==> config.mk <==
export PLATFORM = sky130hd
export DESIGN_NAME = frame_sequencer_flat
export DESIGN_NICKNAME = d
export VERILOG_FILES = /design/src/rx_pkt_pkg.sv /design/src/drain_ctrl_if.sv /design/src/frame_sequencer.sv /design/src/flat_wrapper.sv
export SDC_FILE = /design/constraint.sdc
export NUM_CORES = 1
export LEC_CHECK = 0
export BUFFER_PORTS_ARGS = -buffer_cell sky130_fd_sc_hd__buf_4
export CORE_MARGIN = 2
export CORE_UTILIZATION = 35
export CTS_CLUSTER_SIZE = 12
export DETAILED_ROUTE_END_ITERATION = 8
export PLACE_DENSITY_LB_ADDON = 0.05
export SETUP_SLACK_MARGIN = 0.3
export SYNTH_ARGS = -nofsm -noshare
export SYNTH_HDL_FRONTEND = slang
export SYNTH_SLANG_ARGS = --single-unit
==> constraint.sdc <==
create_clock -name rx_mac_aclk -period 3.3 [get_ports rx_mac_aclk]
set_input_delay 0.165 -clock rx_mac_aclk [delete_from_list [all_inputs] [get_ports rx_mac_aclk]]
set_output_delay 0.165 -clock rx_mac_aclk [all_outputs]
set_load 0.02 [all_outputs]
==> src/rx_pkt_pkg.sv <==
/*
 * shared definitions for the receive packet serializer
 * buffer widths and depth, framing byte constants,
 * the drain sequencer state type and the last-word strobe decoder
 */

package rx_pkt_pkg;

	localparam int ADDR_W       = 11;            // buffer address bits
	localparam int DEPTH        = 1 << ADDR_W;   // 2048 words
	localparam int WORD_W       = 64;            // receive word
	localparam int STRB_W       = 8;             // one strobe bit per lane
	localparam int LANES        = 8;             // bytes per word
	localparam int PREAMBLE_LEN = 8;
	localparam int TRAILER_LEN  = 5;

	typedef logic [ADDR_W-1:0] addr_t;
	typedef logic [WORD_W-1:0] word_t;
	typedef logic [STRB_W-1:0] strb_t;
	typedef logic [7:0]        byte_t;
	typedef logic [31:0]       pkt_cnt_t;

	localparam byte_t SOF_BYTE = 8'hFB;          // start of frame, ctrl set
	localparam byte_t PRE_BYTE = 8'h55;
	localparam byte_t SFD_BYTE = 8'hD5;

	// fixed tail sent after the payload
	localparam byte_t TRAILER_BYTES [TRAILER_LEN] = '{8'hC1, 8'hC2, 8'hC3, 8'hC4, 8'hFD};

	typedef enum logic [1:0] {
		ST_IDLE,
		ST_PREAMBLE,
		ST_PAYLOAD,
		ST_TRAILER
	} drain_state_t;

	// bytes carried by the last word of a packet
	// only a contiguous run of low lanes counts, anything else gives 0
	function automatic logic [3:0] last_word_bytes(input strb_t strb);
		case (strb)
			8'h01:   return 4'd1;
			8'h03:   return 4'd2;
			8'h07:   return 4'd3;
			8'h0F:   return 4'd4;
			8'h1F:   return 4'd5;
			8'h3F:   return 4'd6;
			8'h7F:   return 4'd7;
			8'hFF:   return 4'd8;
			default: return 4'd0; // holes or high lanes only
		endcase
	endfunction

endpackage
==> src/drain_ctrl_if.sv <==
/*
 * drain control bundle
 * state and start strobe from the sequencer, symbol index,
 * phase end flag and word read address from the counter
 */
`timescale 1ns/10ps

interface drain_ctrl_if;
	import rx_pkt_pkg::*;

	drain_state_t state;        // current drain phase
	logic [3:0]   sym_idx;      // preamble/trailer index, lane in payload
	logic         phase_last;   // final symbol of this phase
	addr_t        rd_addr;      // buffer read address
	logic         is_last_word; // word on rd_word is the packet's last
	logic         first_rd;     // accepted rd_done, loads the counter

	// sequencer side
	modport seq (
		output state, first_rd,
		input  sym_idx, phase_last, rd_addr, is_last_word
	);

	// counter and address side
	modport cnt (
		output sym_idx, phase_last, rd_addr, is_last_word,
		input  state, first_rd
	);

	// byte mux only looks
	modport emit (
		input state, sym_idx, phase_last, rd_addr, is_last_word, first_rd
	);

endinterface

==> src/frame_sequencer.sv <==
/*
 * drain state machine and packet counter
 * idle, preamble, payload and trailer steps on phase_last,
 * holds the end address and counts accepted rd_done pulses
 */
`timescale 1ns/10ps

module frame_sequencer (
	input  logic                 rx_mac_aclk,
	input  logic                 reset,
	drain_ctrl_if.seq            ctl,
	input  logic                 rd_done,        // one clock start pulse
	input  rx_pkt_pkg::addr_t    mem_rd_address, // end of the stored packet
	input  rx_pkt_pkg::addr_t    start_addr,
	output logic                 busy,
	output rx_pkt_pkg::pkt_cnt_t pkt_cnt
);
	import rx_pkt_pkg::*;

	drain_state_t state_q;
	drain_state_t state_d;
	addr_t        end_q;     // end address for this drain
	logic         start;     // rd_done taken
	logic         pkt_empty; // no words between start and end

	assign start     = (state_q == ST_IDLE) && rd_done; // ignored while busy
	assign pkt_empty = (start_addr == end_q);

	assign ctl.state    = state_q;
	assign ctl.first_rd = start;
	assign busy         = (state_q != ST_IDLE);

	// next state
	// payload lanes of a bad last strobe are folded away by the counter,
	// which ends the payload phase on that word's first cycle
	always_comb begin
		state_d = state_q;
		case (state_q)
			ST_IDLE: begin
				if (rd_done) begin
					state_d = ST_PREAMBLE;
				end
			end
			ST_PREAMBLE: begin
				if (ctl.phase_last) begin
					state_d = pkt_empty ? ST_IDLE : ST_PAYLOAD; // empty packet, no trailer
				end
			end
			ST_PAYLOAD: begin
				if (ctl.phase_last) begin
					state_d = ST_TRAILER;
				end
			end
			ST_TRAILER: begin
				if (ctl.phase_last) begin
					state_d = ST_IDLE;
				end
			end
			default: state_d = ST_IDLE;
		endcase
	end

	always_ff @(posedge rx_mac_aclk) begin
		if (reset) begin
			state_q <= ST_IDLE;
			end_q   <= '0;
			pkt_cnt <= '0;
		end else begin
			state_q <= state_d;
			if (start) begin
				end_q   <= mem_rd_address; // tvalid is low by now
				pkt_cnt <= pkt_cnt + pkt_cnt_t'(1); // visible with the first byte
			end
		end
	end

	// a start pulse during a drain would be lost
	a_no_start_busy: assert property (
		@(posedge rx_mac_aclk) disable iff (reset)
		busy |-> !rd_done
	) else $error("rd_done while a packet is still draining");

	// the last word always closes with the trailer
	a_last_to_trailer: assert property (
		@(posedge rx_mac_aclk) disable iff (reset)
		(state_q == ST_PAYLOAD && ctl.phase_last) |-> ctl.is_last_word
	) else $error("payload ended before the last word");

endmodule

==> src/flat_wrapper.sv <==
// flat-port wrapper written by rule: the top's interface ports become plain ports
module frame_sequencer_flat import rx_pkt_pkg::*;
  (rx_mac_aclk, reset, rd_done, mem_rd_address, start_addr, busy, pkt_cnt, ctl_state, ctl_first_rd, ctl_sym_idx, ctl_phase_last, ctl_rd_addr, ctl_is_last_word);
  drain_ctrl_if ctl_i ();
  input  logic rx_mac_aclk;
  input  logic reset;
  input  logic rd_done;
  input  rx_pkt_pkg::addr_t mem_rd_address;
  input  rx_pkt_pkg::addr_t start_addr;
  output logic busy;
  output rx_pkt_pkg::pkt_cnt_t pkt_cnt;
  output wire logic [$bits(ctl_i.state)-1:0] ctl_state;
  output wire logic [$bits(ctl_i.first_rd)-1:0] ctl_first_rd;
  input wire logic [$bits(ctl_i.sym_idx)-1:0] ctl_sym_idx;
  input wire logic [$bits(ctl_i.phase_last)-1:0] ctl_phase_last;
  input wire logic [$bits(ctl_i.rd_addr)-1:0] ctl_rd_addr;
  input wire logic [$bits(ctl_i.is_last_word)-1:0] ctl_is_last_word;
  assign ctl_state = ctl_i.state;
  assign ctl_first_rd = ctl_i.first_rd;
  assign ctl_i.sym_idx = ctl_sym_idx;
  assign ctl_i.phase_last = ctl_phase_last;
  assign ctl_i.rd_addr = ctl_rd_addr;
  assign ctl_i.is_last_word = ctl_is_last_word;
  frame_sequencer u_core (.rx_mac_aclk(rx_mac_aclk), .reset(reset), .ctl(ctl_i), .rd_done(rd_done), .mem_rd_address(mem_rd_address), .start_addr(start_addr), .busy(busy), .pkt_cnt(pkt_cnt));
endmodule
==> reports/metrics.yaml <==
cp.required_ps: 3130
drt_iter0_markers: 67
worst_pin_slew_ps: 694
drc: 0
wl_met3_um: 252
utilization_pct: 48.0
cts_resized: 0
instances_no_fill: 380
p_leak_uw: 0.00105
netlist_area_um2: 2060
firstDrtPassIters: 4
crit_path_end_kind: "output port"
io_pins: 78
cts_root_buffer: "clkbuf_8"
relSlewSlack_pct: 53.4
synth_area_leaders: "dfxtp_1, xnor2_1, nand2_1, xor2_1, nor2_1"
synth-warning-count: 0
place_area_um2: 2570
cts_setup_buffers: 0
hold_slack_ps: 108
ir_drop_mv: 0.210
avgSynthCellArea_um2: 8.29
ant_nets: 0
power_density_nw_per_um2: 413
syn-instance-count: 249
ys.flop_type: "dfxtp_1"
status: "finished, final reports clean"
crit_fanout: 17
dpl.hpwl_mm: 3.38
antenna_cells: 0
vias: 1824
synth_edf_count: 0
grt_first_pass_wirelength_mm: 7.67
period_needed_ps: 2230
setup_tns_ps: 0
hp-class: "primary input to flip-flop"
grt_start_max_net_pins: 47
grt_overflow: 0
topRoutingLayerUsed: "met4"
die_area_um2: 6530
cap_violations: 0
synth_cell_types: 28
fp-row-count: 27
cp-start-kind: "flip-flop"
via_per_inst: 4.80
yosysSeqAreaShare_pct: 43.6
drv_slew: 0
postRouteWirelength_mm: 4.74
area_delta_synth_final_pct: 30.3
crit_type: "flip-flop to output port"
yosysTopAreaCellShare_pct: 43.6
clk_pin_slew_worst_paths_ps: 80
hold_violations: 0
h-tree-depth: 2
cts_hold_buf: 0
clk_path_buf_depth: 2
r2r_slack_ps: 1070
met1_length_mm: 2.30
period_share_pct: 67.6
place_congestion: 0.717
fp.dieH_um: 80.8
cp_data_arrival_time_ps: 2070
timing.fmax_mhz: 448
r2r-end: "u_core.pkt_cnt[31]"
place_inst: 372
drive_gt1_share_pct: 24.7
core_region_area_um2: 5610
tritoncts: "done"
yosys.area.top_type: "dfxtp_1"
min-delay-start: "mem_rd_address[9]"
synth.most_common_cell: "dfxtp_1"
clkLatencyLatePin_ps: 300
reg2reg_depth: 5
cts_buffers: 5
num-nets-final: 350
wire_per_inst_um: 12.5
port_buffers: 61
holdPathEnd: "u_core.end_q[9]"
wl_met2_mm: 2.12
synthesis.nets: 292
synth_top_cells_by_count: "dfxtp_1, nand2_1, nor2_1, xnor2_1, a21oi_1"
synthArstFlopShare_pct: 0
setup_viol: 0
synth_seq_cells: 45
die_w_um: 80.8
fin_area_um2: 2690
hold-path-cell-count: 3
grt_use_total_pct: 15.2
antenna_found_initial: 0
initial_core_util_pct: 36.8
final.setup_skew_ps: 10.4
clock_sink_count: 45
grt_pass1_vias: 1622
rsz0062_at_grt: "false"
cells by family (layout without fill, tap and decap cells):
family	after synthesis	in the layout	share of synthesized area, %
buf+inv	14	73	2.61
xor+xnor	35	35	14.8
fa+ha+maj	1	1	0.606
simple gates	127	127	31.8
compound gates	27	27	6.55
flops	45	45	43.6
where the power goes:
group	leakage (uW)	internal, uW	switching, uW	total, uW
Clock	0.0000585	247	185	432
Combinational	0.000626	52.9	57.1	110
Sequential	0.000365	557	12.2	569
metal layers:
layer / up-vias / track usage (%)
met4: 0 / 5.08
met1: 819 / 21.1
met3: 6 / 4.67
met5: - / 0
li1: 956 / -
met2: 43 / 22.4
final cells by class:
cell class | instances | area [um^2]
Timing Repair Buffer | 61 | 458
Fill cell | 601 | 2920
Inverter | 4 | 15.0
Tap cell | 72 | 90.1
Clock buffer | 7 | 86.3
Multi-Input combinational cell | 190 | 1110
Sequential cell | 45 | 901
Clock inverter | 1 | 30.0
cell usage in the layout, fill, tap and decap left out, types with 2 or more instances in the layout:
cell / Yosys / routed
nand4_1: 9 / 9
and4_1: 4 / 4
xor2_1: 13 / 13
dfxtp_1: 45 / 45
and2_1: 2 / 2
or3_1: 9 / 9
or2_2: 4 / 4
xnor2_1: 22 / 22
nand2_1: 41 / 41
and3_1: 2 / 2
nor2_1: 28 / 28
nand3_1: 11 / 11
nor3_1: 7 / 7
buf_4: 0 / 61
inv_1: 4 / 4
o21ai_0: 8 / 8
a21oi_1: 19 / 19
nor4_1: 3 / 3
clkbuf_8: 0 / 6
worst max-delay path by stage:
stage	slack, ps	startpoint	end
after floorplan	1370	flip-flop	u_core.pkt_cnt[27]
after global placement	1030	flip-flop	u_core.pkt_cnt[31]
after detailed placement	1050	flip-flop	u_core.pkt_cnt[31]
after CTS	1020	flip-flop	ctl_first_rd
after global routing	830	flip-flop	ctl_first_rd
final	1070	flip-flop	ctl_first_rd
critical path, cell delays in order (launching register included):
cell,delay (ps)
dfxtp_1,370
or3b_1,700
inv_1,470
buf_4,230
registers in the layout, summed over array words and instances, names as in the netlist, named ones only:
name,count
u_core.ctl.state,1
u_core.pkt_cnt,32
u_core.end_q,11
stage by stage:
step                worst slack, ps  total power (uW)
floorplan                      1370               646
global placement               1030               693
detailed placement             1050               694
CTS                            1020              1130
global route                    834              1170
finish                         1070              1110
(Power assumes the default switching activity.)
