===== src/rx_pkt_pkg.sv =====
/*
 * shared definitions for the receive packet serializer
 * buffer widths and depth, framing byte constants,
 * the drain sequencer state type and the last-word strobe decoder
 */

package rx_pkt_pkg;

	localparam int ADDR_W       = 11;            // buffer address bits
	localparam int DEPTH        = 1 << ADDR_W;   // 2048 words
	localparam int WORD_W       = 64;            // receive word
	localparam int STRB_W       = 8;             // one strobe bit per lane
	localparam int LANES        = 8;             // bytes per word
	localparam int PREAMBLE_LEN = 8;
	localparam int TRAILER_LEN  = 5;

	typedef logic [ADDR_W-1:0] addr_t;
	typedef logic [WORD_W-1:0] word_t;
	typedef logic [STRB_W-1:0] strb_t;
	typedef logic [7:0]        byte_t;
	typedef logic [31:0]       pkt_cnt_t;

	localparam byte_t SOF_BYTE = 8'hFB;          // start of frame, ctrl set
	localparam byte_t PRE_BYTE = 8'h55;
	localparam byte_t SFD_BYTE = 8'hD5;

	// fixed tail sent after the payload
	localparam byte_t TRAILER_BYTES [TRAILER_LEN] = '{8'hC1, 8'hC2, 8'hC3, 8'hC4, 8'hFD};

	typedef enum logic [1:0] {
		ST_IDLE,
		ST_PREAMBLE,
		ST_PAYLOAD,
		ST_TRAILER
	} drain_state_t;

	// bytes carried by the last word of a packet
	// only a contiguous run of low lanes counts, anything else gives 0
	function automatic logic [3:0] last_word_bytes(input strb_t strb);
		case (strb)
			8'h01:   return 4'd1;
			8'h03:   return 4'd2;
			8'h07:   return 4'd3;
			8'h0F:   return 4'd4;
			8'h1F:   return 4'd5;
			8'h3F:   return 4'd6;
			8'h7F:   return 4'd7;
			8'hFF:   return 4'd8;
			default: return 4'd0; // holes or high lanes only
		endcase
	endfunction

endpackage

===== src/drain_ctrl_if.sv =====
/*
 * drain control bundle
 * state and start strobe from the sequencer, symbol index,
 * phase end flag and word read address from the counter
 */
`timescale 1ns/10ps

interface drain_ctrl_if;
	import rx_pkt_pkg::*;

	drain_state_t state;        // current drain phase
	logic [3:0]   sym_idx;      // preamble/trailer index, lane in payload
	logic         phase_last;   // final symbol of this phase
	addr_t        rd_addr;      // buffer read address
	logic         is_last_word; // word on rd_word is the packet's last
	logic         first_rd;     // accepted rd_done, loads the counter

	// sequencer side
	modport seq (
		output state, first_rd,
		input  sym_idx, phase_last, rd_addr, is_last_word
	);

	// counter and address side
	modport cnt (
		output sym_idx, phase_last, rd_addr, is_last_word,
		input  state, first_rd
	);

	// byte mux only looks
	modport emit (
		input state, sym_idx, phase_last, rd_addr, is_last_word, first_rd
	);

endinterface


===== src/symbol_counter.sv =====
/*
 * per-phase symbol counter and word address stepper
 * raises phase_last at the end of preamble, payload and trailer,
 * presents each word address one clock ahead of its lanes
 */
`timescale 1ns/10ps

module symbol_counter (
	input  logic              rx_mac_aclk,
	input  logic              reset,
	drain_ctrl_if.cnt         ctl,
	input  rx_pkt_pkg::addr_t start_addr,
	input  rx_pkt_pkg::addr_t end_addr,   // one past the last word
	input  rx_pkt_pkg::strb_t rd_strb
);
	import rx_pkt_pkg::*;

	logic [3:0] idx_q;      // symbol within the phase
	addr_t      word_ptr;   // word now on the read port
	addr_t      end_q;      // end address held for the drain
	logic [3:0] tail_bytes; // lanes used by the last word
	logic       is_last;
	logic       tail_skip;  // bad last strobe gives no lanes
	logic       word_step;  // move to the next word on lane 7
	logic       phase_last;

	assign tail_bytes = last_word_bytes(rd_strb);
	assign is_last    = (word_ptr == end_q - addr_t'(1));
	assign tail_skip  = is_last && (tail_bytes == 4'd0);
	assign word_step  = (ctl.state == ST_PAYLOAD) && (idx_q == 4'(LANES - 1)) && !is_last;

	always_comb begin
		case (ctl.state)
			ST_PREAMBLE: phase_last = (idx_q == 4'(PREAMBLE_LEN - 1));
			// only the last word can close the payload
			ST_PAYLOAD:  phase_last = is_last && (tail_skip || idx_q == tail_bytes - 4'd1);
			ST_TRAILER:  phase_last = (idx_q == 4'(TRAILER_LEN - 1));
			default:     phase_last = 1'b0;
		endcase
	end

	assign ctl.sym_idx      = idx_q;
	assign ctl.phase_last   = phase_last;
	assign ctl.is_last_word = is_last;
	assign ctl.rd_addr      = word_step ? word_ptr + addr_t'(1) : word_ptr; // look ahead

	always_ff @(posedge rx_mac_aclk) begin
		if (reset) begin
			idx_q    <= '0;
			word_ptr <= '0;
			end_q    <= '0;
		end else begin
			if (ctl.first_rd) begin
				word_ptr <= start_addr; // read starts during preamble
				end_q    <= end_addr;
			end else if (word_step) begin
				word_ptr <= word_ptr + addr_t'(1);
			end
			if (ctl.state == ST_IDLE) begin
				idx_q <= '0;
			end else if (phase_last || word_step) begin
				// lane 7 of an inner word wraps to lane 0
				// a skipped last word already sent the first trailer byte
				idx_q <= (ctl.state == ST_PAYLOAD && tail_skip) ? 4'd1 : 4'd0;
			end else begin
				idx_q <= idx_q + 4'd1;
			end
		end
	end

	a_rd_below_end: assert property (
		@(posedge rx_mac_aclk) disable iff (reset)
		(ctl.state == ST_PAYLOAD) |-> (ctl.rd_addr < end_q)
	) else $error("payload read past the packet end");

endmodule


===== src/flat_wrapper.sv =====
// flat-port wrapper written by rule: the top's interface ports become plain ports
module symbol_counter_flat import rx_pkt_pkg::*;
  (rx_mac_aclk, reset, start_addr, end_addr, rd_strb, ctl_sym_idx, ctl_phase_last, ctl_rd_addr, ctl_is_last_word, ctl_state, ctl_first_rd);
  drain_ctrl_if ctl_i ();
  input  logic rx_mac_aclk;
  input  logic reset;
  input  rx_pkt_pkg::addr_t start_addr;
  input  rx_pkt_pkg::addr_t end_addr;
  input  rx_pkt_pkg::strb_t rd_strb;
  output wire logic [$bits(ctl_i.sym_idx)-1:0] ctl_sym_idx;
  output wire logic [$bits(ctl_i.phase_last)-1:0] ctl_phase_last;
  output wire logic [$bits(ctl_i.rd_addr)-1:0] ctl_rd_addr;
  output wire logic [$bits(ctl_i.is_last_word)-1:0] ctl_is_last_word;
  input wire logic [$bits(ctl_i.state)-1:0] ctl_state;
  input wire logic [$bits(ctl_i.first_rd)-1:0] ctl_first_rd;
  assign ctl_sym_idx = ctl_i.sym_idx;
  assign ctl_phase_last = ctl_i.phase_last;
  assign ctl_rd_addr = ctl_i.rd_addr;
  assign ctl_is_last_word = ctl_i.is_last_word;
  assign ctl_i.state = ctl_state;
  assign ctl_i.first_rd = ctl_first_rd;
  symbol_counter u_core (.rx_mac_aclk(rx_mac_aclk), .reset(reset), .ctl(ctl_i), .start_addr(start_addr), .end_addr(end_addr), .rd_strb(rd_strb));
endmodule

===== config.mk =====
export PLATFORM = sky130hd
export DESIGN_NAME = symbol_counter_flat
export DESIGN_NICKNAME = d
export VERILOG_FILES = /design/src/rx_pkt_pkg.sv /design/src/drain_ctrl_if.sv /design/src/symbol_counter.sv /design/src/flat_wrapper.sv
export SDC_FILE = /design/constraint.sdc
export NUM_CORES = 1
export LEC_CHECK = 0
export BUFFER_PORTS_ARGS = -buffer_cell sky130_fd_sc_hd__buf_2
export CAP_MARGIN = 20
export CELL_PAD_IN_SITES_DETAIL_PLACEMENT = 2
export CELL_PAD_IN_SITES_GLOBAL_PLACEMENT = 2
export CORE_ASPECT_RATIO = 0.8
export CORE_MARGIN = 5
export CORE_UTILIZATION = 28
export DETAILED_ROUTE_END_ITERATION = 8
export PLACE_DENSITY = 0.74
export SYNTH_ARGS = -nofsm -noshare
export SYNTH_HDL_FRONTEND = slang
export SYNTH_SLANG_ARGS = --single-unit

===== constraint.sdc =====
create_clock -name rx_mac_aclk -period 3.07 [get_ports rx_mac_aclk]
set_input_delay 0.1535 -clock rx_mac_aclk [delete_from_list [all_inputs] [get_ports rx_mac_aclk]]
set_output_delay 0.1535 -clock rx_mac_aclk [all_outputs]
set_load 0.03 [all_outputs]

==> summary.md <==
| Metric | Value |
|---|---|
| Tmin final | `about 3.1 ns` |
| Post-synth ARST share | `0%` |
| Final Hold Fails | `0` |
| Gr usage total | `17.1%` |
| Syn nets | `approximately 300` |
| Total CTS buffers | `3` |
| Period Utilization, post-route | `102%` |
| Max Cap Viol | `0` |
| Combinational Power Share | `between 30% and 40%` |
| Clk_lat worst skew | `0.28 ns` |
| Antenna Cells | `0` |
| Synth cell types | `65` |
| Met3 wire len | `262 µm` |
| Hold crit path type | `input pin to flip-flop` |
| Vias/cell | `between 5 and 6` |
| Post-DP HPWL | `5620 µm` |
| Synth top cells by count | `nor2_1, dfxtp_1, nand2_1, inv_1, xnor2_1` |
| Switching share of power | `between 30% and 40%` |
| Core footprint | `7320 µm²` |
| Die Span Y | `87.3 µm` |
| Row count | `28` |
| Critical path required time | `2.92 ns` |
| M1 WL | `about 3800 µm` |
| Final-report max-slew violation count | `0` |
| Top-area cell type share of the netlist area | `24.9%` |
| Cells after Synth | `257` |
| Relative slew margins | `a little over half` |
| GPL Wtd Cong | `0.752` |
| Pre-CTS setup slack | `-0.0392 ns` |
| Largest net degree at the start of global routing | `26` |
| Reg area | `532 µm²` |
| Routed len/inst | `19.5 µm` |
| FF+latch count, synth | `26` |
| Avg Inst Size Synth | `8.13 µm²` |
| Fin nets | `364` |
| Max Buffers Root-to-Sink | `2` |
| ANT nets after route | `0` |
| Die area | `9300 µm²` |
| Pwr Density | `368 nW/µm²` |
| Count of buffers from port buffering | `51` |
| Critical Path Fanout Max | `8` |
| Top cells by area, synth | `dfxtp_1, mux2i_1, xnor2_1` |
| Area growth syn-to-layout | `39.9%` |
| Area occupied by multi-input gates | `~1700 µm²` |
| Global-route wire length before repair | `12,800 µm` |
| Hold-fix buffers, CTS | `0` |
| Slew @ Worst Pin | `0.667 ns` |
| Leak | `between 0.001 and 0.0015 µW` |
| Root Driver | `clkbuf_8` |
| Clock power frac | `27.8%` |
| Setup Skew | `0.0137 ns` |
| Design Power | `1070 µW` |
| Sequential share of power | `between 30% and 40%` |
| Worst Hold Slack | `0.109 ns` |
| Detail Route met2 WL | `3890 µm` |
| Peak supply drop | `0.187 mV` |
| Vias in the first global route | `around 2,500` |
| Max Fclk | `319 MHz` |
| Initial Util | `28.5%` |
| CP Class | `flip-flop to primary output` |
| Placed cell area | `2480 µm²` |
| Total gr overflow | `0` |
| NetSw | `around 370 µW` |
| Yosys warns | `0` |
| DRC errors left | `0` |
| Number of synthesized flops with an enable pin | `0` |
| Design area | `a little under 3000 µm²` |
| Unrepaired setup endpoints after global routing | `true` |
| H-tree Lvls | `1` |
| Worst Path Arrival | `about 3.0 ns` |
| Chip Width | `roughly 110 µm` |
| Seq/Total Area, Yosys | `between 20% and 30%` |
| Antenna violations before repair | `0` |
| Highest Signal Layer | `met4` |
| Initial DRC Count | `43` |
| Dominant cell type by area after synthesis | `dfxtp_1` |
| Clk slew on worst S/H paths | `0.11 ns` |
| Mapped Area | `2090 µm²` |
| Via count | `2,223` |
| Routed WL | `about 8100 µm` |
| CP endpoint kind | `primary output` |
| Failing checks | `negative setup slack` |
| CP Launch Type | `flip-flop` |
| Status | `finished with violations` |
| CTS tree | `yes` |
| I/O Pins | `52` |
| Ys flop type | `dfxtp_1` |
| Pre-antenna DRT Iters | `4` |
| Final Setup Violations | `6` |
| FILL cells | `about 830` |
| Share of post-route cells with drive strength above 1 | `39.4%` |
| Post-route setup slack | `-0.0667 ns` |
| Internal power | `702 µW` |
| Count leader, synth | `nor2_1` |
| Sinks on Clock Net | `26` |
-- critical path: stages, from the launching register on --
cell	delay, ns
dfxtp_2	0.33
or4_4	0.56
or4b_4	0.55
a21boi_4	0.18
o2111ai_2	0.17
buf_4	0.19
o211ai_4	0.30
or4_4	0.21
nand2_2	0.05
buf_6	0.15
-- timing repair --
item | in CTS | in global routing
buffers inserted | 8 | 3
gates resized for setup | 41 | 31
pin swaps | 9 | 11
hold endpoints to repair | 0 | 0
setup endpoints to repair | 12 | 12
-- cell usage in the layout, fill, tap and decap left out, drive strengths merged, types with 6 or more instances in the layout --
cell and instances:
ha 6, mux2i 12, nand3 7, inv 16
xor2 10, dfxtp 26, xnor2 13, nand2 18
or4 8, buf 72, a21oi 11, nor2 30
-- flip-flops by register name, indices dropped and copies added, names as in the netlist --
register	flops
u_core.word_ptr	11
u_core.end_q	11
u_core.ctl.sym_idx	4
-- through the flow --
| step | TNS [ns] | std cells | utilization (%) |
|---|---|---|---|
| after floorplan | 0 | 257 | - |
| after global placement | 0 | 397 | 33.9 |
| after detailed placement | -0.0802 | 397 | 33.9 |
| after CTS | -0.238 | 409 | 37.9 |
| after global routing | -1.06 | 412 | 39.9 |
| final | -0.320 | 412 | 39.9 |
-- metal layers --
layer,up-vias,track usage [%]
li1,1072,-
met1,1099,22.6
met2,42,29.4
met3,10,2.82
met4,0,3.83
met5,-,0
-- logic make-up (layout without fill, tap and decap cells) --
| kind of cell | Yosys count | count (layout) | synth area share, % |
|---|---|---|---|
| AO/OA/AOI/OAI | 58 | 58 | 23.2 |
| XOR/XNOR | 23 | 23 | 9.64 |
| adder cells (fa/ha/maj) | 6 | 6 | 3.59 |
| buffers and inverters | 28 | 93 | 5.45 |
| flip-flops | 26 | 26 | 24.9 |
| multiplexers | 13 | 13 | 6.29 |
| AND/OR/NAND/NOR | 103 | 103 | 26.9 |
-- power groups by stage --
stage	sequential, µW	clock [µW]	combinational [µW]
finish	394	298	383
global route	397	324	412
CTS	390	309	347
detailed placement	398	0	295
global placement	396	0	286
floorplan	389	0	198
-- final timing paths --
kind	from	endpoint	slack, ns	depth (start not counted)
setup / recovery	u_core.end_q[5]$_SDFFE_PP0P_	ctl_rd_addr[9]	-0.07	9
hold / removal	end_addr[10]	u_core.end_q[10]$_SDFFE_PP0P_	0.11	3
setup reg to reg	u_core.end_q[0]$_SDFFE_PP0P_	u_core.word_ptr[5]$_SDFF_PP0_	0.16	10
hold reg to reg	u_core.end_q[10]$_SDFFE_PP0P_	u_core.end_q[10]$_SDFFE_PP0P_	0.55	2
-- area by class of cell --
type                       instances  share of cell area (%)
inverter                          17                    2.27
sequential                        26                    18.2
clock buffer                       3                    1.41
tap                               90                    3.85
multi-input combinational        203                    57.2
clock inverter                     1                    1.03
timing repair buffer              72                    16.1
(Power assumes the default switching activity.)
