==> config.mk <==
export PLATFORM = sky130hd
export DESIGN_NAME = byte_emitter_flat
export DESIGN_NICKNAME = d
export VERILOG_FILES = /design/src/rx_pkt_pkg.sv /design/src/drain_ctrl_if.sv /design/src/byte_emitter.sv /design/src/flat_wrapper.sv
export SDC_FILE = /design/constraint.sdc
export NUM_CORES = 1
export LEC_CHECK = 0
export BUFFER_PORTS_ARGS = -buffer_cell sky130_fd_sc_hd__clkbuf_2
export CAP_MARGIN = 20
export CORE_ASPECT_RATIO = 1.25
export CORE_MARGIN = 10
export CORE_UTILIZATION = 33
export DETAILED_ROUTE_END_ITERATION = 10
export GPL_TIMING_DRIVEN = 0
export PLACE_DENSITY = 0.8
export SYNTH_ARGS = -nofsm -noshare
export SYNTH_HDL_FRONTEND = slang
export SYNTH_SLANG_ARGS = --single-unit
==> constraint.sdc <==
create_clock -name vclk -period 1.2
set_clock_uncertainty 0.05 [all_clocks]
set_input_delay 0.06 -clock vclk [all_inputs]
set_output_delay 0.06 -clock vclk [all_outputs]
set_load 0.1 [all_outputs]
==> src/rx_pkt_pkg.sv <==
/*
 * shared definitions for the receive packet serializer
 * buffer widths and depth, framing byte constants,
 * the drain sequencer state type and the last-word strobe decoder
 */

package rx_pkt_pkg;

	localparam int ADDR_W       = 11;            // buffer address bits
	localparam int DEPTH        = 1 << ADDR_W;   // 2048 words
	localparam int WORD_W       = 64;            // receive word
	localparam int STRB_W       = 8;             // one strobe bit per lane
	localparam int LANES        = 8;             // bytes per word
	localparam int PREAMBLE_LEN = 8;
	localparam int TRAILER_LEN  = 5;

	typedef logic [ADDR_W-1:0] addr_t;
	typedef logic [WORD_W-1:0] word_t;
	typedef logic [STRB_W-1:0] strb_t;
	typedef logic [7:0]        byte_t;
	typedef logic [31:0]       pkt_cnt_t;

	localparam byte_t SOF_BYTE = 8'hFB;          // start of frame, ctrl set
	localparam byte_t PRE_BYTE = 8'h55;
	localparam byte_t SFD_BYTE = 8'hD5;

	// fixed tail sent after the payload
	localparam byte_t TRAILER_BYTES [TRAILER_LEN] = '{8'hC1, 8'hC2, 8'hC3, 8'hC4, 8'hFD};

	typedef enum logic [1:0] {
		ST_IDLE,
		ST_PREAMBLE,
		ST_PAYLOAD,
		ST_TRAILER
	} drain_state_t;

	// bytes carried by the last word of a packet
	// only a contiguous run of low lanes counts, anything else gives 0
	function automatic logic [3:0] last_word_bytes(input strb_t strb);
		case (strb)
			8'h01:   return 4'd1;
			8'h03:   return 4'd2;
			8'h07:   return 4'd3;
			8'h0F:   return 4'd4;
			8'h1F:   return 4'd5;
			8'h3F:   return 4'd6;
			8'h7F:   return 4'd7;
			8'hFF:   return 4'd8;
			default: return 4'd0; // holes or high lanes only
		endcase
	endfunction

endpackage
==> src/drain_ctrl_if.sv <==
/*
 * drain control bundle
 * state and start strobe from the sequencer, symbol index,
 * phase end flag and word read address from the counter
 */
`timescale 1ns/10ps

interface drain_ctrl_if;
	import rx_pkt_pkg::*;

	drain_state_t state;        // current drain phase
	logic [3:0]   sym_idx;      // preamble/trailer index, lane in payload
	logic         phase_last;   // final symbol of this phase
	addr_t        rd_addr;      // buffer read address
	logic         is_last_word; // word on rd_word is the packet's last
	logic         first_rd;     // accepted rd_done, loads the counter

	// sequencer side
	modport seq (
		output state, first_rd,
		input  sym_idx, phase_last, rd_addr, is_last_word
	);

	// counter and address side
	modport cnt (
		output sym_idx, phase_last, rd_addr, is_last_word,
		input  state, first_rd
	);

	// byte mux only looks
	modport emit (
		input state, sym_idx, phase_last, rd_addr, is_last_word, first_rd
	);

endinterface

==> src/byte_emitter.sv <==
/*
 * output byte mux
 * framing constants in preamble and trailer, indexed lane and its
 * strobe bit in payload, byte_valid for every non-idle cycle
 */
`timescale 1ns/10ps

module byte_emitter (
	drain_ctrl_if.emit        ctl,
	input  rx_pkt_pkg::word_t rd_word,
	input  rx_pkt_pkg::strb_t rd_strb,
	output rx_pkt_pkg::byte_t byte_out,
	output logic              ctrl_out,   // strobe bit or start marker
	output logic              byte_valid
);
	import rx_pkt_pkg::*;

	logic [2:0] sel;       // lane or table index
	logic       tail_skip; // last word has no usable lanes

	assign sel       = ctl.sym_idx[2:0];
	assign tail_skip = ctl.is_last_word && (last_word_bytes(rd_strb) == 4'd0);

	always_comb begin
		byte_out = '0;
		ctrl_out = 1'b0;
		case (ctl.state)
			ST_PREAMBLE: begin
				if (ctl.sym_idx == 4'd0) begin
					byte_out = SOF_BYTE;
					ctrl_out = 1'b1; // only control byte of the frame
				end else if (ctl.sym_idx == 4'(PREAMBLE_LEN - 1)) begin
					byte_out = SFD_BYTE;
				end else begin
					byte_out = PRE_BYTE;
				end
			end
			ST_PAYLOAD: begin
				if (tail_skip) begin
					byte_out = TRAILER_BYTES[0]; // trailer pulled in, keeps the stream dense
				end else begin
					byte_out = rd_word[{sel, 3'b000} +: 8]; // little endian lanes
					ctrl_out = rd_strb[sel];
				end
			end
			ST_TRAILER: begin
				byte_out = TRAILER_BYTES[sel];
			end
			default: begin
				byte_out = '0;
				ctrl_out = 1'b0;
			end
		endcase
	end

	assign byte_valid = (ctl.state != ST_IDLE); // no gaps inside a frame

endmodule

==> src/flat_wrapper.sv <==
// flat-port wrapper written by rule: the top's interface ports become plain ports
module byte_emitter_flat import rx_pkt_pkg::*;
  (rd_word, rd_strb, byte_out, ctrl_out, byte_valid, ctl_state, ctl_sym_idx, ctl_phase_last, ctl_rd_addr, ctl_is_last_word, ctl_first_rd);
  drain_ctrl_if ctl_i ();
  input  rx_pkt_pkg::word_t rd_word;
  input  rx_pkt_pkg::strb_t rd_strb;
  output rx_pkt_pkg::byte_t byte_out;
  output logic ctrl_out;
  output logic byte_valid;
  input wire logic [$bits(ctl_i.state)-1:0] ctl_state;
  input wire logic [$bits(ctl_i.sym_idx)-1:0] ctl_sym_idx;
  input wire logic [$bits(ctl_i.phase_last)-1:0] ctl_phase_last;
  input wire logic [$bits(ctl_i.rd_addr)-1:0] ctl_rd_addr;
  input wire logic [$bits(ctl_i.is_last_word)-1:0] ctl_is_last_word;
  input wire logic [$bits(ctl_i.first_rd)-1:0] ctl_first_rd;
  assign ctl_i.state = ctl_state;
  assign ctl_i.sym_idx = ctl_sym_idx;
  assign ctl_i.phase_last = ctl_phase_last;
  assign ctl_i.rd_addr = ctl_rd_addr;
  assign ctl_i.is_last_word = ctl_is_last_word;
  assign ctl_i.first_rd = ctl_first_rd;
  byte_emitter u_core (.ctl(ctl_i), .rd_word(rd_word), .rd_strb(rd_strb), .byte_out(byte_out), .ctrl_out(ctrl_out), .byte_valid(byte_valid));
endmodule
==> flow_summary_export.csv, run 1 <==
group,metric,value,unit
placement,hpwl,3.41,mm
run_status,run_status,"complete, but fails checks",
placement,dp_slack,-0.824,ns
timing,fin_crit_sh,1.35,
placement,place_area,1620,um^2
timing,timing.slew.headroom,0.646,
grt,grt_pass1_vias,1479,
finish,nets,308,
floorplan,die_width,68.0,um
finish,final_cell_mix,"72 x clkbuf_2, 21 x nand2_1, 17 x mux4_2",
pwr,ir_worst_vdd,0.276,mV
routing,drtPass1Iterations,4,
routing,wl,4.42,mm
synth,synth.cell_area,950,um^2
worst_setup_path,cp_common_cell,"nand2_1",
run,timing.max_cap.violations,0,
pwr,clockPowerShare,0,
routing,drtIter0Drc,37,
timing,finalHoldViolCount,0,
grt,grt_max_degree,11,
finish,final_area,2030,um^2
grt,grt_pass1_wl,6.64,mm
floorplan,core_area,2730,um^2
worst_setup_path,worstPathRequired,1.09,ns
pwr,powerDensity,469,nW/um^2
synth,ys_types,23,
timing,fin_crit,1.62,ns
synth,synth_nets,205,
worst_setup_path,crit_path_max_incr_delay,0.48,ns
worst_setup_path,cp-end-kind,"output port",
floorplan,top_level_ports,102,
timing,fin_setup_tns,-3.30,ns
finish,clkbuf_count,0,
pwr,switching_share,0.513,
synth,synth_area_per_cell,8.88,um^2
synth,synth_seq_area_share,0,
routing,ant_nets,0,
worst_setup_path,critPathArrivalTime,1.51,ns
finish,area_delta_synth_final,114,%
timing,rsz0062_at_grt,"yes",
pwr,report.power.total,0.952,mW
grt,grt_use_total,0.150,
worst_setup_path,path_max_fanout,6,
grt,grt_antenna_before_repair,0,
worst_setup_path,crit_buf_inv,4,
floorplan,fp.dieH,80.0,um
finish,final_common_cell,"clkbuf_2",
worst_setup_path,crit_chain,"buf_8, buf_12, buf_6, mux4_2, nand2_1, nand2_1, o21ai_2, a21oi_4, clkbuf_16",
finish,final_layout_size_suffix_gt1_frac,0.817,
synth,yosys_warnings,0,
finish,seq_area,0,um^2
worst_setup_path,crit_type,"primary input to output port",
finish,final_util,0.743,
hold_path,hp-class,"primary input to output port",
worst_setup_path,cp_slowest_cell,"mux4_2",
clock_network,cts_hold_buf,0,
finish,num_antenna_cells,0,
placement,port_buffers,88,
pwr,intPower,0.464,mW
routing,drc,0,
timing,fin_ws,-0.422,ns
placement,globalplace.congestion,0.788,
pwr,p_sw,0.489,mW
run_status,violations,"negative setup slack",
grt,gr-total-overflow,0,
routing,avgRoutedWirePerCell,18.3,um
timing,fmaxAchievable,0.617,GHz
floorplan,die_area,5440,um^2
synth,synth_cells,107,
timing,report.final.slew_viol_count,0,
pwr,p_comb_frac,1.000,
worst_setup_path,critPathTopFamily,"buffers and inverters",
floorplan,start_util,0.348,
finish,nFlopsAndLatches,0,
timing,worst_slew_pin_slew,0.529,ns
pwr,p_seq_frac,0,
worst_setup_path,start_kind,"primary input",
timing,setup_violations,9,
pwr,leakage,0.969,nW
floorplan,rows,21,
routing,vias,1294,
routing,vias_per_cell,5.35,
layout make-up:
cell class                      count  area, um^2
Multi-Input combinational cell     92        1090
Inverter                            9        46.3
Timing Repair Buffer              101         778
Buffer                              6        71.3
Tap cell                           34        42.5
Fill cell                         199         702
cells in the mapped netlist, drive strengths merged:
cell	instances	area [um^2]
buf	6	51.3
nor2b	2	12.5
ha	6	75.1
nor2	6	22.5
a31oi	4	25.0
o22ai	1	6.26
inv	8	30.0
mux4	18	439
o31a	1	8.76
nand2	34	128
a21boi	1	7.51
a21oi	4	23.8
clkinv	1	3.75
a221oi	1	15.0
nand2b	1	6.26
and2	2	12.5
o41ai	1	27.5
nand3b	2	15.0
o21ai	8	40.0
per-layer routing:
layer | vias to the layer above | routed length (um) | track usage
li1 | 606 | - | -
met1 | 619 | 1560 | 0.161
met2 | 69 | 2430 | 0.285
met3 | 0 | 429 | 0.0562
met4 | 0 | 0 | 0
met5 | - | 0 | 0
worst paths after layout:
path                  startpoint          end  slack, ns  cells after the start
setup / recovery  ctl_sym_idx[0]  byte_out[7]      -0.42                      9
hold / removal      ctl_state[1]  byte_out[0]       0.53                      3
power groups by stage:
| stage | clock, mW | combinational (mW) | sequential [mW] |
|---|---|---|---|
| after floorplan | 0 | 0.525 | 0 |
| after global placement | 0 | 0.717 | 0 |
| after detailed placement | 0 | 0.728 | 0 |
| after CTS | 0 | 0.918 | 0 |
| after global routing | 0 | 1.01 | 0 |
| final | 0 | 0.952 | 0 |
logic make-up after synthesis:
logic type / Yosys count / synth area share
adders and majority gates: 6 / 0.0790
AOI/OAI and AO/OA: 21 / 0.162
muxes: 18 / 0.462
buffers and inverters: 15 / 0.0896
and+or+nand+nor: 47 / 0.207
what timing repair did:
item / CTS / global route
pin swaps: 23 / 31
endpoints found under the setup margin: 10 / 9
buffers inserted: 10 / 4
resized for setup: 61 / 27
cloned: 1 / 0
stage by stage:
stage,hold slack [ns],std cells
2_1_floorplan,0.357,107
3_3_place_gp,0.781,229
3_5_place_dp,0.793,229
4_1_cts,0.531,240
5_1_grt,0.545,242
6_report,0.533,242
Note: power is estimated with default switching activity, not from simulation.
==> inputs of run 2 (changes only) <==
Settings changed: CORE_UTILIZATION 33 to 40, MAX_ROUTING_LAYER set to met4, PLACE_DENSITY 0.8 to 0.91.
Clock period 1.2 ns to 2 ns, I/O delays scaled along.
==> run 2 against run 1 <==
  * The flow now finishes without violations
  * Flip-flop and latch count did not move
  * Final cell count shrank 6.2%
  * Design area decreased by 26%
  * Sequential share of layout area unchanged
  * Non-clock buffer count decreased by 12
  * Largest power group unchanged
==> flow_summary_export.csv, run 2 (synthesis results as in run 1) <==
group,metric,value,unit
run_status,run_status,"finished, final reports clean",
run,timing.max_cap.violations,0,
floorplan,die_area,4740,um^2
finish,nFlopsAndLatches,0,
routing,vias,1216,
worst_setup_path,crit_start,"ctl_state[1]",
floorplan,fp.dieH,74.5,um
worst_setup_path,start_kind,"primary input",
pwr,ir_worst_vdd,0.140,mV
worst_setup_path,cp-endpoint,"byte_out[1]",
finish,finalNonFillerCells,227,
finish,final_cell_mix,"80 x clkbuf_2, 34 x nand2_1, 9 x mux4_2, 9 x mux4_1",
worst_setup_path,worstPathRequired,1.85,ns
finish,final_layout_size_suffix_gt1_frac,0.597,
finish,area_delta_synth_final,59.0,%
finish,final_area,1510,um^2
worst_setup_path,crit_type,"primary input to output port",
grt,grt_pass1_vias,1366,
grt,gr-total-overflow,0,
routing,vias_per_cell,5.36,
grt,grt_use_total,0.153,
timing,fin_crit_sh,0.954,
grt,grt_pass1_wl,5.87,mm
placement,port_buffers,88,
placement,dp.cells,226,
worst_setup_path,path_max_fanout,7,
timing,rsz0062_at_grt,"no",
grt,grt_max_degree,11,
timing,worst_slew_pin_slew,0.567,ns
pwr,leakage,0.812,nW
floorplan,die_width,63.6,um
placement,globalplace.congestion,0.853,
timing,timing.slew.headroom,0.624,
timing,fmaxAchievable,0.524,GHz
routing,drc,0,
placement,hpwl,3.56,mm
timing,finalHoldViolCount,0,
finish,nets,296,
finish,num_antenna_cells,0,
routing,ant_nets,0,
routing,drtPass1Iterations,4,
finish,multi_input_area,922,um^2
routing,drtIter0Drc,17,
hold_path,hp-class,"primary input to output port",
floorplan,start_util,0.425,
pwr,powerDensity,268,nW/um^2
floorplan,rows,19,
timing,report.final.slew_viol_count,0,
routing,avgRoutedWirePerCell,16.9,um
finish,clkbuf_count,0,
floorplan,top_level_ports,102,
grt,grt_antenna_before_repair,0,
worst_setup_path,critPathArrivalTime,1.76,ns
clock_network,cts_hold_buf,0,
placement,place_area,1490,um^2
finish,final_common_cell,"clkbuf_2",
timing,fin_crit,1.91,ns
floorplan,core_area,2230,um^2
worst_setup_path,cp-end-kind,"output port",
finish,fillers,195,
finish,seq_area,0,um^2
timing,setup_violations,0,
routing,wl,3.84,mm
## run 2: cell count changes in the layout (fill, tap and decap cells not counted), moves of 9 or more
cell / delta
buf_4: -9
nand2_1: +13
nand2_2: -10
clkbuf_16: -9
## run 2: layout make-up
cell class,instances,area share
multi-input cells,92,0.611
repair buffers,89,0.305
plain buffers,6,0.0340
well taps,31,0.0257
inverters,9,0.0249
## run 2: per-layer routing
metal | track usage | wire length, um | up-vias
met2 | 0.313 | 2060 | 74
met1 | 0.136 | 1360 | 547
li1 | - | - | 587
met4 | 0.0195 | 54 | 0
met5 | - | 0 | -
met3 | 0.0511 | 366 | 8
## run 2: worst min-delay path by stage
stage / from / endpoint / slack [ns] / depth (start not counted)
finish: ctl_state[1] / byte_out[4] / 0.72 / 3
CTS: ctl_state[1] / byte_out[4] / 0.72 / 3
detailed placement: ctl_state[1] / byte_out[4] / 0.82 / 3
global route: ctl_state[1] / byte_out[4] / 0.74 / 3
floorplan: ctl_state[1] / byte_out[4] / 0.42 / 1
global placement: ctl_state[1] / byte_out[4] / 0.80 / 3
## run 2: metrics by stage
stage	hold WS, ns	setup TNS (ns)	worst slack [ns]	power [mW]	util
after detailed placement	0.815	-0.708	-0.219	0.400	0.665
after global routing	0.739	0	0.00831	0.433	0.676
after global placement	0.804	-0.468	-0.181	0.392	0.665
after floorplan	0.423	-0.0321	-0.0321	0.283	-
after CTS	0.724	0	0.00487	0.405	0.674
final	0.724	0	0.0919	0.405	0.676
## run 2: report_power, final
part	internal, mW	leakage [nW]	total, mW	switching, mW
registers	0	0	0	0
logic	0.170	0.812	0.405	0.235
clock network	0	0	0	0
## run 2: critical path: stages
cell and delay [ns]:
clkbuf_2 0.19, ha_1 0.28, inv_1 0.09, o41ai_4 0.27, buf_4 0.20, nand2_1 0.10
a31oi_4 0.17, clkbuf_4 0.34
## run 2: what timing repair did
action	CTS	global route
endpoints found under the setup margin	6	6
setup buffers	1	0
pin swaps	1	0
hold endpoints to repair	0	0
gates resized for setup	5	5
